**src/common/long_pkg.sv**
```systemverilog
/*
  shared types and sizes for the long-latency execution back end
  compile first, every module refers to it by scoped names
*/
`default_nettype none

package long_pkg;

    localparam int REG_ADDR_WIDTH  = 5;   // register number
    localparam int SB_DEPTH        = 8;   // scoreboard entries
    localparam int COMMIT_ID_WIDTH = 3;   // log2 of SB_DEPTH
    localparam int XLEN            = 32;  // operand width
    localparam int MUL_STAGES      = 3;   // multiplier latency
    localparam int DIV_CNT_WIDTH   = 5;   // counts 32 divider steps

    // long opcodes
    typedef enum logic [2:0] {
        OP_MUL   = 3'd0,  // low half of product
        OP_MULHU = 3'd1,  // high half of product
        OP_DIVU  = 3'd2,  // quotient, x/0 = all ones
        OP_REMU  = 3'd3,  // remainder, x/0 = x
        OP_FENCE = 3'd4   // drain, no writeback
    } long_op_e;

    typedef enum logic {
        CTRL_RUN   = 1'b0,
        CTRL_DRAIN = 1'b1  // fence seen, waiting for empty scoreboard
    } ctrl_state_e;

    // instruction as offered on the issue port
    typedef struct packed {
        long_op_e                  op;
        logic [REG_ADDR_WIDTH-1:0] rd;
        logic [REG_ADDR_WIDTH-1:0] rs1;
        logic [REG_ADDR_WIDTH-1:0] rs2;
        logic                      rd_we;
        logic                      rs1_re;
        logic                      rs2_re;
        logic [XLEN-1:0]           a;   // rs1 value
        logic [XLEN-1:0]           b;   // rs2 value
    } long_instr_t;

    // request into a unit, rd rides along for the completion
    typedef struct packed {
        long_op_e                   op;
        logic [REG_ADDR_WIDTH-1:0]  rd;
        logic [XLEN-1:0]            a;
        logic [XLEN-1:0]            b;
        logic [COMMIT_ID_WIDTH-1:0] id;
    } exec_req_t;

    typedef struct packed {
        logic [COMMIT_ID_WIDTH-1:0] id;
        logic [REG_ADDR_WIDTH-1:0]  rd;
        logic [XLEN-1:0]            result;
    } exec_cpl_t;

    typedef struct packed {
        logic [REG_ADDR_WIDTH-1:0]  rd;
        logic [XLEN-1:0]            result;
        logic [COMMIT_ID_WIDTH-1:0] id;
    } wb_t;

endpackage

`default_nettype wire

```
**src/hdu/hdu.sv**
```systemverilog
/*
  scoreboard hazard unit for long instructions
  one entry per in-flight destination, indexed by commit id
  stall is combinational, entries update on the clock edge
*/
`default_nettype none

module hdu (
    input  wire logic                                 clk,
    input  wire logic                                 rst_n,
    input  wire logic                                 alloc_i,    // candidate issued
    input  wire logic [long_pkg::REG_ADDR_WIDTH-1:0]  rd_i,
    input  wire logic [long_pkg::REG_ADDR_WIDTH-1:0]  rs1_i,
    input  wire logic [long_pkg::REG_ADDR_WIDTH-1:0]  rs2_i,
    input  wire logic                                 rd_we_i,
    input  wire logic                                 rs1_re_i,
    input  wire logic                                 rs2_re_i,
    input  wire logic                                 release_valid_i,  // writeback handshake
    input  wire logic [long_pkg::COMMIT_ID_WIDTH-1:0] release_id_i,
    output logic                                      stall_o,
    output logic      [long_pkg::COMMIT_ID_WIDTH-1:0] alloc_id_o,  // lowest free entry
    output logic                                      lock_o       // anything outstanding
);

    logic [long_pkg::SB_DEPTH-1:0]       sb_valid;
    logic [long_pkg::SB_DEPTH-1:0]       sb_we;   // entry writes a register
    logic [long_pkg::REG_ADDR_WIDTH-1:0] sb_rd [long_pkg::SB_DEPTH];

    logic [long_pkg::SB_DEPTH-1:0] live;     // valid and not leaving this cycle
    logic [long_pkg::SB_DEPTH-1:0] raw_vec;
    logic [long_pkg::SB_DEPTH-1:0] waw_vec;

    // parallel compare against every entry
    always_comb begin
        for (int i = 0; i < long_pkg::SB_DEPTH; i++) begin
            live[i] = sb_valid[i] &&
                      !(release_valid_i && release_id_i == long_pkg::COMMIT_ID_WIDTH'(i));
            raw_vec[i] = live[i] && sb_we[i] &&
                         ((rs1_re_i && rs1_i == sb_rd[i]) ||
                          (rs2_re_i && rs2_i == sb_rd[i]));
            waw_vec[i] = live[i] && sb_we[i] && rd_we_i && rd_i == sb_rd[i];
        end
    end

    // full test looks at the registered bits, release counts next cycle
    assign stall_o = (|raw_vec) || (|waw_vec) || (&sb_valid);
    assign lock_o  = |sb_valid;

    // priority pick, walk down so index 0 wins
    always_comb begin
        alloc_id_o = '0;
        for (int i = long_pkg::SB_DEPTH - 1; i >= 0; i--) begin
            if (!sb_valid[i]) begin
                alloc_id_o = long_pkg::COMMIT_ID_WIDTH'(i);
            end
        end
    end

    always_ff @(posedge clk or negedge rst_n) begin
        if (!rst_n) begin
            sb_valid <= '0;
        end else begin
            if (release_valid_i) begin
                sb_valid[release_id_i] <= 1'b0;
            end
            if (alloc_i) begin
                sb_valid[alloc_id_o] <= 1'b1;  // never the released id, that one is busy
            end
        end
    end

    // tag storage, only meaningful under sb_valid
    always_ff @(posedge clk) begin
        if (alloc_i) begin
            sb_rd[alloc_id_o] <= rd_i;
            sb_we[alloc_id_o] <= rd_we_i;
        end
    end

endmodule

`default_nettype wire

```
**src/design/div_unit.sv**
```systemverilog
/*
  iterative unsigned divider, restoring shift-subtract
  one op at a time, result 34 cycles after acceptance and held until taken
*/
`default_nettype none

module div_unit (
    input  wire logic                clk,
    input  wire logic                rst_n,
    input  wire logic                req_valid_i,
    input  wire long_pkg::exec_req_t req_i,
    input  wire logic                cpl_ready_i,
    output logic                     req_ready_o,
    output logic                     cpl_valid_o,
    output long_pkg::exec_cpl_t      cpl_o
);

    typedef enum logic [2:0] {
        DIV_IDLE,
        DIV_LOAD,   // seed remainder and quotient
        DIV_ITER,   // 32 steps
        DIV_RES,    // pick quotient or remainder
        DIV_DONE    // wait for the arbiter
    } div_state_e;

    div_state_e                       state_q;
    logic [long_pkg::DIV_CNT_WIDTH-1:0] cnt_q;
    long_pkg::exec_req_t              req_q;
    logic [long_pkg::XLEN-1:0]        rem_q;
    logic [long_pkg::XLEN-1:0]        quo_q;   // dividend shifts out, quotient shifts in
    logic [long_pkg::XLEN:0]          trial;

    assign trial       = {rem_q, quo_q[long_pkg::XLEN-1]} - {1'b0, req_q.b};
    assign req_ready_o = state_q == DIV_IDLE;
    assign cpl_valid_o = state_q == DIV_DONE;

    always_ff @(posedge clk or negedge rst_n) begin
        if (!rst_n) begin
            state_q <= DIV_IDLE;
            cnt_q   <= '0;
        end else begin
            unique case (state_q)
                DIV_IDLE: if (req_valid_i) state_q <= DIV_LOAD;
                DIV_LOAD: begin
                    state_q <= DIV_ITER;
                    cnt_q   <= '0;
                end
                DIV_ITER: begin
                    cnt_q <= cnt_q + 1'b1;
                    if (&cnt_q) state_q <= DIV_RES;  // last of 32
                end
                DIV_RES:  state_q <= DIV_DONE;
                DIV_DONE: if (cpl_ready_i) state_q <= DIV_IDLE;
                default:  state_q <= DIV_IDLE;
            endcase
        end
    end

    always_ff @(posedge clk) begin
        if (state_q == DIV_IDLE && req_valid_i) begin
            req_q <= req_i;
        end
        if (state_q == DIV_LOAD) begin
            rem_q <= '0;
            quo_q <= req_q.a;
        end
        if (state_q == DIV_ITER) begin
            if (!trial[long_pkg::XLEN]) begin              // no borrow, keep difference
                rem_q <= trial[long_pkg::XLEN-1:0];
                quo_q <= {quo_q[long_pkg::XLEN-2:0], 1'b1};
            end else begin
                rem_q <= {rem_q[long_pkg::XLEN-2:0], quo_q[long_pkg::XLEN-1]};
                quo_q <= {quo_q[long_pkg::XLEN-2:0], 1'b0};
            end
        end
        if (state_q == DIV_RES) begin
            cpl_o.id <= req_q.id;
            cpl_o.rd <= req_q.rd;
            if (req_q.b == '0) begin
                cpl_o.result <= (req_q.op == long_pkg::OP_DIVU) ? '1 : req_q.a;
            end else begin
                cpl_o.result <= (req_q.op == long_pkg::OP_DIVU) ? quo_q : rem_q;
            end
        end
    end

endmodule

`default_nettype wire

```
**src/design/mul_unit.sv**
```systemverilog
/*
  three-stage unsigned multiplier, up to three ops in flight
  partial products, sum, then low or high half select
  the whole pipe freezes while its output waits
*/
`default_nettype none

module mul_unit (
    input  wire logic                clk,
    input  wire logic                rst_n,
    input  wire logic                req_valid_i,
    input  wire long_pkg::exec_req_t req_i,
    input  wire logic                cpl_ready_i,
    output logic                     req_ready_o,
    output logic                     cpl_valid_o,
    output long_pkg::exec_cpl_t      cpl_o
);

    localparam int HALF = long_pkg::XLEN / 2;

    logic [long_pkg::MUL_STAGES-1:0] vld_q;   // one bit per stage
    logic                            adv;
    long_pkg::exec_req_t             s1_q, s2_q;
    logic [long_pkg::XLEN+HALF-1:0]  pp_lo_q;  // a low half times b
    logic [long_pkg::XLEN+HALF-1:0]  pp_hi_q;  // a high half times b
    logic [2*long_pkg::XLEN-1:0]     prod_q;

    assign cpl_valid_o = vld_q[long_pkg::MUL_STAGES-1];
    assign adv         = !(cpl_valid_o && !cpl_ready_i);
    assign req_ready_o = adv;

    always_ff @(posedge clk or negedge rst_n) begin
        if (!rst_n) begin
            vld_q <= '0;
        end else if (adv) begin
            vld_q <= {vld_q[long_pkg::MUL_STAGES-2:0], req_valid_i};
        end
    end

    always_ff @(posedge clk) begin
        if (adv) begin
            s1_q    <= req_i;
            pp_lo_q <= req_i.a[HALF-1:0] * req_i.b;
            pp_hi_q <= req_i.a[long_pkg::XLEN-1:HALF] * req_i.b;
            s2_q    <= s1_q;
            prod_q  <= {{HALF{1'b0}}, pp_lo_q} + {pp_hi_q, {HALF{1'b0}}};
            cpl_o.id     <= s2_q.id;
            cpl_o.rd     <= s2_q.rd;
            cpl_o.result <= (s2_q.op == long_pkg::OP_MULHU) ?
                            prod_q[2*long_pkg::XLEN-1:long_pkg::XLEN] :
                            prod_q[long_pkg::XLEN-1:0];
        end
    end

endmodule

`default_nettype wire

```
**src/design/wb_arbiter.sv**
```systemverilog
/*
  merges divider and multiplier completions onto the writeback port
  divider first, a waiting multiplier result stays granted until taken
*/
`default_nettype none

module wb_arbiter (
    input  wire logic                                 clk,
    input  wire logic                                 rst_n,
    input  wire logic                                 div_valid_i,
    input  wire long_pkg::exec_cpl_t                  div_cpl_i,
    input  wire logic                                 mul_valid_i,
    input  wire long_pkg::exec_cpl_t                  mul_cpl_i,
    input  wire logic                                 wb_ready_i,
    output logic                                      div_ready_o,
    output logic                                      mul_ready_o,
    output logic                                      wb_valid_o,
    output long_pkg::wb_t                             wb_o,
    output logic                                      release_valid_o,
    output logic      [long_pkg::COMMIT_ID_WIDTH-1:0] release_id_o
);

    logic                mul_hold_q;   // mul offered last cycle and not taken
    logic                sel_div;
    long_pkg::exec_cpl_t cpl;

    assign sel_div     = div_valid_i && !mul_hold_q;
    assign cpl         = sel_div ? div_cpl_i : mul_cpl_i;
    assign wb_valid_o  = div_valid_i || mul_valid_i;
    assign div_ready_o = wb_ready_i && sel_div;
    assign mul_ready_o = wb_ready_i && !sel_div;

    always_comb begin
        wb_o.rd     = cpl.rd;
        wb_o.result = cpl.result;
        wb_o.id     = cpl.id;
    end

    // frees the scoreboard entry on the handshake
    assign release_valid_o = wb_valid_o && wb_ready_i;
    assign release_id_o    = cpl.id;

    always_ff @(posedge clk or negedge rst_n) begin
        if (!rst_n) begin
            mul_hold_q <= 1'b0;
        end else begin
            mul_hold_q <= mul_valid_i && !sel_div && !wb_ready_i;
        end
    end

endmodule

`default_nettype wire

```
**src/design/issue_ctrl.sv**
```systemverilog
/*
  issue controller, accepts one instruction per cycle
  steers multiply and divide ops to their unit and runs the fence drain
*/
`default_nettype none

module issue_ctrl (
    input  wire logic                                 clk,
    input  wire logic                                 rst_n,
    input  wire logic                                 instr_valid_i,
    input  wire long_pkg::long_instr_t                instr_i,
    input  wire logic                                 stall_i,     // hazard or full
    input  wire logic [long_pkg::COMMIT_ID_WIDTH-1:0] alloc_id_i,
    input  wire logic                                 lock_i,      // scoreboard not empty
    input  wire logic                                 div_ready_i,
    input  wire logic                                 mul_ready_i,
    output logic                                      instr_ready_o,
    output logic                                      alloc_o,
    output logic                                      div_req_valid_o,
    output logic                                      mul_req_valid_o,
    output long_pkg::exec_req_t                       req_o
);

    long_pkg::ctrl_state_e state_q;
    logic                  live_q;   // low until the first edge after reset
    logic                  is_div;
    logic                  is_mul;
    logic                  is_fence;
    logic                  fire;

    assign is_div   = instr_i.op == long_pkg::OP_DIVU || instr_i.op == long_pkg::OP_REMU;
    assign is_mul   = instr_i.op == long_pkg::OP_MUL || instr_i.op == long_pkg::OP_MULHU;
    assign is_fence = instr_i.op == long_pkg::OP_FENCE;

    // ready from current state only, valid not looked at
    always_comb begin
        if (is_div) begin
            instr_ready_o = live_q && div_ready_i && !stall_i;
        end else if (is_mul) begin
            instr_ready_o = live_q && mul_ready_i && !stall_i;
        end else if (is_fence) begin
            instr_ready_o = live_q && state_q == long_pkg::CTRL_DRAIN && !lock_i;
        end else begin
            instr_ready_o = 1'b0;  // unknown op never issues
        end
    end

    assign fire            = instr_valid_i && instr_ready_o;
    assign alloc_o         = fire && !is_fence;  // fence takes no entry
    assign div_req_valid_o = fire && is_div;
    assign mul_req_valid_o = fire && is_mul;

    always_comb begin
        req_o.op = instr_i.op;
        req_o.rd = instr_i.rd;
        req_o.a  = instr_i.a;
        req_o.b  = instr_i.b;
        req_o.id = alloc_id_i;
    end

    always_ff @(posedge clk or negedge rst_n) begin
        if (!rst_n) begin
            state_q <= long_pkg::CTRL_RUN;
            live_q  <= 1'b0;
        end else begin
            live_q <= 1'b1;
            unique case (state_q)
                long_pkg::CTRL_RUN: begin
                    if (instr_valid_i && is_fence) begin
                        state_q <= long_pkg::CTRL_DRAIN;  // stop issue, wait for empty
                    end
                end
                long_pkg::CTRL_DRAIN: begin
                    if (fire) begin
                        state_q <= long_pkg::CTRL_RUN;   // fence retired
                    end
                end
                default: state_q <= long_pkg::CTRL_RUN;
            endcase
        end
    end

endmodule

`default_nettype wire

```
**src/design/long_exec_top.sv**
```systemverilog
/*
  long-latency execution back end
  valid/ready issue in, valid/ready writeback out, busy while work is in flight
*/
`default_nettype none

module long_exec_top (
    input  wire logic                  clk,
    input  wire logic                  rst_n,
    input  wire logic                  instr_valid_i,
    input  wire long_pkg::long_instr_t instr_i,
    input  wire logic                  wb_ready_i,
    output logic                       instr_ready_o,
    output logic                       wb_valid_o,
    output long_pkg::wb_t              wb_o,
    output logic                       busy_o
);

    logic                                 stall;
    logic                                 alloc;
    logic [long_pkg::COMMIT_ID_WIDTH-1:0] alloc_id;
    logic                                 rel_valid;
    logic [long_pkg::COMMIT_ID_WIDTH-1:0] rel_id;
    long_pkg::exec_req_t                  req;
    logic                                 div_req_valid, div_req_ready;
    logic                                 mul_req_valid, mul_ready;
    logic                                 div_cpl_valid, div_cpl_ready;
    logic                                 mul_cpl_valid, mul_cpl_ready;
    long_pkg::exec_cpl_t                  div_cpl, mul_cpl;

    hdu u_hdu (
        .clk, .rst_n,
        .alloc_i(alloc), .rd_i(instr_i.rd), .rs1_i(instr_i.rs1), .rs2_i(instr_i.rs2),
        .rd_we_i(instr_i.rd_we), .rs1_re_i(instr_i.rs1_re), .rs2_re_i(instr_i.rs2_re),
        .release_valid_i(rel_valid), .release_id_i(rel_id),
        .stall_o(stall), .alloc_id_o(alloc_id), .lock_o(busy_o)   // busy is the lock flag
    );

    issue_ctrl u_ctrl (
        .clk, .rst_n, .instr_valid_i, .instr_i,
        .stall_i(stall), .alloc_id_i(alloc_id), .lock_i(busy_o),
        .div_ready_i(div_req_ready), .mul_ready_i(mul_ready),
        .instr_ready_o, .alloc_o(alloc),
        .div_req_valid_o(div_req_valid), .mul_req_valid_o(mul_req_valid), .req_o(req)
    );

    div_unit u_div (
        .clk, .rst_n, .req_valid_i(div_req_valid), .req_i(req), .cpl_ready_i(div_cpl_ready),
        .req_ready_o(div_req_ready), .cpl_valid_o(div_cpl_valid), .cpl_o(div_cpl)
    );

    mul_unit u_mul (
        .clk, .rst_n, .req_valid_i(mul_req_valid), .req_i(req), .cpl_ready_i(mul_cpl_ready),
        .req_ready_o(mul_ready), .cpl_valid_o(mul_cpl_valid), .cpl_o(mul_cpl)
    );

    wb_arbiter u_arb (
        .clk, .rst_n,
        .div_valid_i(div_cpl_valid), .div_cpl_i(div_cpl),
        .mul_valid_i(mul_cpl_valid), .mul_cpl_i(mul_cpl), .wb_ready_i,
        .div_ready_o(div_cpl_ready), .mul_ready_o(mul_cpl_ready),
        .wb_valid_o, .wb_o, .release_valid_o(rel_valid), .release_id_o(rel_id)
    );

endmodule

`default_nettype wire

```
**config.mk**
```make
export PLATFORM = sky130hd
export DESIGN_NAME = long_exec_top
export DESIGN_NICKNAME = d
export VERILOG_FILES = /design/src/common/long_pkg.sv /design/src/hdu/hdu.sv /design/src/design/div_unit.sv /design/src/design/mul_unit.sv /design/src/design/wb_arbiter.sv /design/src/design/issue_ctrl.sv /design/src/design/long_exec_top.sv
export SDC_FILE = /design/constraint.sdc
export NUM_CORES = 2
export LEC_CHECK = 0
export ABC_AREA = 0
export ABC_CLOCK_PERIOD_IN_PS = 10400
export BUFFER_PORTS_ARGS = -buffer_cell sky130_fd_sc_hd__buf_2
export CAP_MARGIN = 20
export CORE_ASPECT_RATIO = 1.5
export CORE_MARGIN = 2
export CORE_UTILIZATION = 30
export CTS_BUF_LIST = sky130_fd_sc_hd__clkbuf_16
export DETAILED_ROUTE_END_ITERATION = 7
export GPL_TIMING_DRIVEN = 1
export PLACE_DENSITY = 0.48
export SYNTH_ARGS = -nofsm -noshare
export SYNTH_HDL_FRONTEND = slang
export SYNTH_HIERARCHICAL = 1
export SYNTH_SLANG_ARGS = --single-unit
export TNS_END_PERCENT = 50
```
**constraint.sdc**
```tcl
create_clock -name clk -period 10.4 [get_ports clk]
set_input_delay 1.04 -clock clk [delete_from_list [all_inputs] [get_ports clk]]
set_output_delay 1.04 -clock clk [all_outputs]
set_load 0.1 [all_outputs]
```
==> insert_results.sql <==
INSERT INTO impl_metrics (metric_group, metric, value, unit) VALUES
('clock_tree', 'cts-resized-gates', '0', ''),
('clock_tree', 'htree_num_levels', '2', ''),
('logic_synthesis', 'synth_area_leader_cell', 'fa_1', ''),
('grt', 'number_of_antenna_violations_at_the_first_check_in_global_routing', '17', ''),
('logic_synthesis', 'syn_avg_cell_area', '10.0', 'sq um'),
('place', 'placed_insts', '7775', ''),
('logic_synthesis', 'postSynthRegisterBits', '471', ''),
('place', 'place.port_buffers', '131', ''),
('timing', 'ratio_of_final_minimum_period_to_clock_period', '75.4', '%'),
('grt', 'pin_count_of_the_biggest_net_entering_global_routing', '79', ''),
('timing', 'finClkSkew', '0.0392', 'ns'),
('logic_synthesis', 'asyncSetResetFlopFracSynth', '4.67', '%'),
('clock_tree', 'cts_root_buf', 'clkbuf_16', ''),
('routing', 'drt-initial-drc-count', '1984', ''),
('routing', 'wl_met1', '65.4', 'mm'),
('logic_synthesis', 'proportion_of_netlist_area_held_by_the_largest_area_contributor', '30.3', '%'),
('clock_tree', 'cts.path.max_buffers', '3', ''),
('timing', 'worst_slew_margin_rel', '19.0', '%'),
('floorplanning', 'die_height', '530', 'microns'),
('setup_path', 'crit_path_start_kind', 'input port', ''),
('flow_run', 'drv_cap', '0', ''),
('logic_synthesis', 'ys_dominant_reg_cell', 'edfxtp_1', ''),
('timing', 'tightest_slew', '1.21', 'ns'),
('timing', 'setup_total_negative_slack', '0', 'ns'),
('timing', 'finalCriticalPeriod', '7.84', 'ns'),
('timing', 'grt_setup_unrepaired', 'no', ''),
('routing', 'met3WireLength', '6.35', 'mm'),
('routing', 'via_per_inst', '4.82', ''),
('routing', 'final_antenna_net_count', '0', ''),
('layout', 'post_route_cells_drive_above_1_share', '6.96', '%'),
('grt', 'vias_in_the_first_global_route', '41400', ''),
('floorplanning', 'dieWidth', '355', 'microns'),
('floorplanning', 'initial_utilization', '30.1', '%'),
('timing', 'report.final.setup_viol', '0', ''),
('routing', 'dr_total_vias', '38000', ''),
('floorplanning', 'ios', '132', ''),
('setup_path', 'endpoint_required_time_on_the_critical_path', '10.77', 'ns'),
('timing', 'fmax', '0.128', 'GHz'),
('clock_tree', 'post-cts-setup-buffer-count', '0', ''),
('layout', 'area.growth.synth_to_final', '7.16', '%'),
('routing', 'wl_per_cell', '22.7', 'microns'),
('routing', 'postRouteWirelength', '179', 'mm'),
('timing', 'final_max_slew_viol_count', '0', ''),
('logic_synthesis', 'post-synth-top-count-cell', 'inv_1', ''),
('floorplanning', 'fp-row-count', '193', ''),
('routing', 'drc_errors', '0', ''),
('logic_synthesis', 'synth.net_count', '6745', ''),
('clock_tree', 'cts_inserted_buffers', '50', ''),
('timing', 'fin_ws', '2.56', 'ns'),
('logic_synthesis', 'synth_sequential_area_ratio', '25.4', '%'),
('grt', 'grt_first_pass_wirelength', '265', 'mm'),
('grt', 'grt_util_all_layers', '18.9', '%'),
('place', 'post-place-ws', '1.94', 'ns'),
('setup_path', 'worst-setup-path-type', 'in -> reg', ''),
('run_status', 'run_status', 'completed', ''),
('timing', 'final_hold_viol_count', '0', ''),
('setup_path', 'crit_path_end_kind', 'flip-flop', ''),
('logic_synthesis', 'netlist_instances', '5512', ''),
('logic_synthesis', 'synth_cell_area', '55300', 'sq um'),
('routing', 'dr.max_layer_used', 'met5', ''),
('routing', 'dr_wl_met2', '97.2', 'mm'),
('layout', 'finish.cell_count_without_fillers', '7873', ''),
('clock_tree', 'cts.sinks', '471', ''),
('logic_synthesis', 'synthDistinctLibCells', '91', ''),
('setup_path', 'worst_ep_arrival_time', '8.21', 'ns'),
('clock_tree', 'worst_skew_pair_later_pin_latency', '0.64', 'ns'),
('min_path', 'timing.hold.worst.class', 'in -> async', ''),
('grt', 'grt_remaining_overflow', '0', ''),
('logic_synthesis', 'synth_enable_flop_cells', '449', ''),
('clock_tree', 'count_of_hold_buffers_inserted_by_post_cts_repair', '0', ''),
('logic_synthesis', 'synth.yosys.warnings', '6', ''),
('clock_tree', 'tritoncts', 'built', ''),
('floorplanning', 'die_area', '188000', 'sq um'),
('setup_path', 'critPathMaxFanout', '33', ''),
('clock_tree', 'clk_pin_slew', '0.07', 'ns'),
('floorplanning', 'total_core_area', '184000', 'sq um'),
('layout', 'nets', '6623', ''),
('logic_synthesis', 'synth.area.top_cells', 'fa_1, edfxtp_1, ha_1, inv_1, nand2_1', ''),
('place', 'hpwl_detailed', '136', 'mm'),
('logic_synthesis', 'synth_commonest_cells', 'inv_1, fa_1, nand2_1, edfxtp_1, and2_1', ''),
('routing', 'drt_pre_antenna_iters', '5', ''),
('place', 'gp_congestion', '0.883', '');
[logic make-up after synthesis]
group / Yosys count / share of synthesized area, %
other cells: 1 / 0.00678
mux: 134 / 2.84
simple gates: 1668 / 14.5
buf+inv: 1293 / 9.58
xor+xnor: 280 / 4.45
fa+ha+maj: 1144 / 37.2
flops: 471 / 25.4
compound gates: 521 / 6.02
[layer usage]
metal / up-vias / GRT usage (%)
met4: 6 / 8.89
met2: 981 / 36.4
li1: 17000 / -
met1: 19700 / 20.7
met5: - / 0
met3: 327 / 1.72
[state kept, by name, summed over array words and instances, names as in the netlist]
signal / cells
u_div/req_q: 75
u_mul/prod_q: 64
u_mul/pp_hi_q: 48
u_mul/pp_lo_q: 48
u_div/cpl_o: 40
u_hdu/sb_rd: 40
u_mul/cpl_o: 40
u_div/quo_q: 32
u_div/rem_q: 32
u_mul/s1_q: 11
u_mul/s2_q: 11
u_hdu/sb_valid: 8
u_hdu/sb_we: 8
u_div/cnt_q: 5
u_div/state_q: 3
u_mul/vld_q: 3
u_arb/mul_hold_q: 1
u_ctrl/live_q: 1
u_ctrl/state_q: 1
[cell usage in the layout, fill, tap and decap left out, types with 19 or more instances in the layout]
| cell type | netlist | layout |
|---|---|---|
| a21o_1 | 94 | 94 |
| a21oi_1 | 197 | 197 |
| and2_1 | 434 | 433 |
| and3_1 | 21 | 21 |
| buf_2 | 6 | 131 |
| buf_4 | 93 | 49 |
| clkbuf_16 | 0 | 50 |
| dfrtp_1 | 22 | 22 |
| edfxtp_1 | 449 | 449 |
| fa_1 | 838 | 838 |
| ha_1 | 306 | 306 |
| inv_1 | 938 | 943 |
| mux2_2 | 38 | 38 |
| mux2_4 | 37 | 37 |
| mux2i_1 | 59 | 59 |
| nand2_1 | 805 | 804 |
| nand2b_1 | 28 | 27 |
| nand3_1 | 80 | 80 |
| nand4_1 | 32 | 32 |
| nor2_1 | 140 | 139 |
| nor2b_1 | 19 | 19 |
| nor3_1 | 28 | 28 |
| nor4_1 | 30 | 30 |
| o21a_1 | 19 | 19 |
| o21ai_0 | 61 | 61 |
| o21ai_1 | 21 | 21 |
| o21bai_1 | 23 | 23 |
| xnor2_1 | 151 | 151 |
| xor2_1 | 128 | 128 |
[critical path, stage by stage]
cell and delay (ns):
buf_2 0.76, nand2_1 0.20, fa_1 0.55, fa_1 0.50, fa_1 0.55, inv_1 0.05
fa_1 0.54, fa_1 0.51, inv_1 0.06, fa_1 0.48, inv_1 0.04, ha_1 0.40
nand3_1 0.14, nor4_1 0.26, a21bo_2 0.26, a31oi_2 0.18, o21bai_1 0.19, o211ai_1 0.35
a31oi_1 0.32, o41a_1 0.44, o21bai_1 0.14, a21oi_1 0.09, xnor2_1 0.14
[through the flow]
| step | hold slack, ns | util (%) | instance area [sq um] |
|---|---|---|---|
| after global placement | 0.400 | 31.4 | 57700 |
| after global routing | 0.405 | 32.3 | 59300 |
| final | 0.394 | 32.3 | 59300 |
| after detailed placement | 0.405 | 31.4 | 57700 |
| after CTS | 0.380 | 32.3 | 59300 |
| after floorplan | 0.400 | - | 55300 |
[path summary, 6_finish.rpt]
check                            startpoint                 to  slack [ns]  depth (start not counted)
min in group clk             u_div/req_q[1]    u_div/cpl_o[38]        0.42                          0
min reg2reg                  u_div/req_q[1]    u_div/cpl_o[38]        0.42                          0
max reg2reg                u_div/state_q[1]    u_div/req_q[40]        4.67                         13
max                             instr_i[15]  u_mul/pp_hi_q[44]        2.56                         23
min                                   rst_n     u_ctrl/state_q        0.39                          1
max in group asynchronous             rst_n  u_hdu/sb_valid[0]        9.61                          1
[final cells by class]
cell class	instances	area (sq um)
Antenna cell	7	17.5
Clock buffer	50	1250
Clock inverter	41	357
Fill cell	19000	124000
Inverter	939	3520
Multi-Input combinational cell	3748	36000
Sequential cell	471	14000
Tap cell	2437	3050
Timing Repair Buffer	180	1020
Power is not shown: default switching activity piles up to over one toggle a cycle in this logic, so the estimate is an artifact.
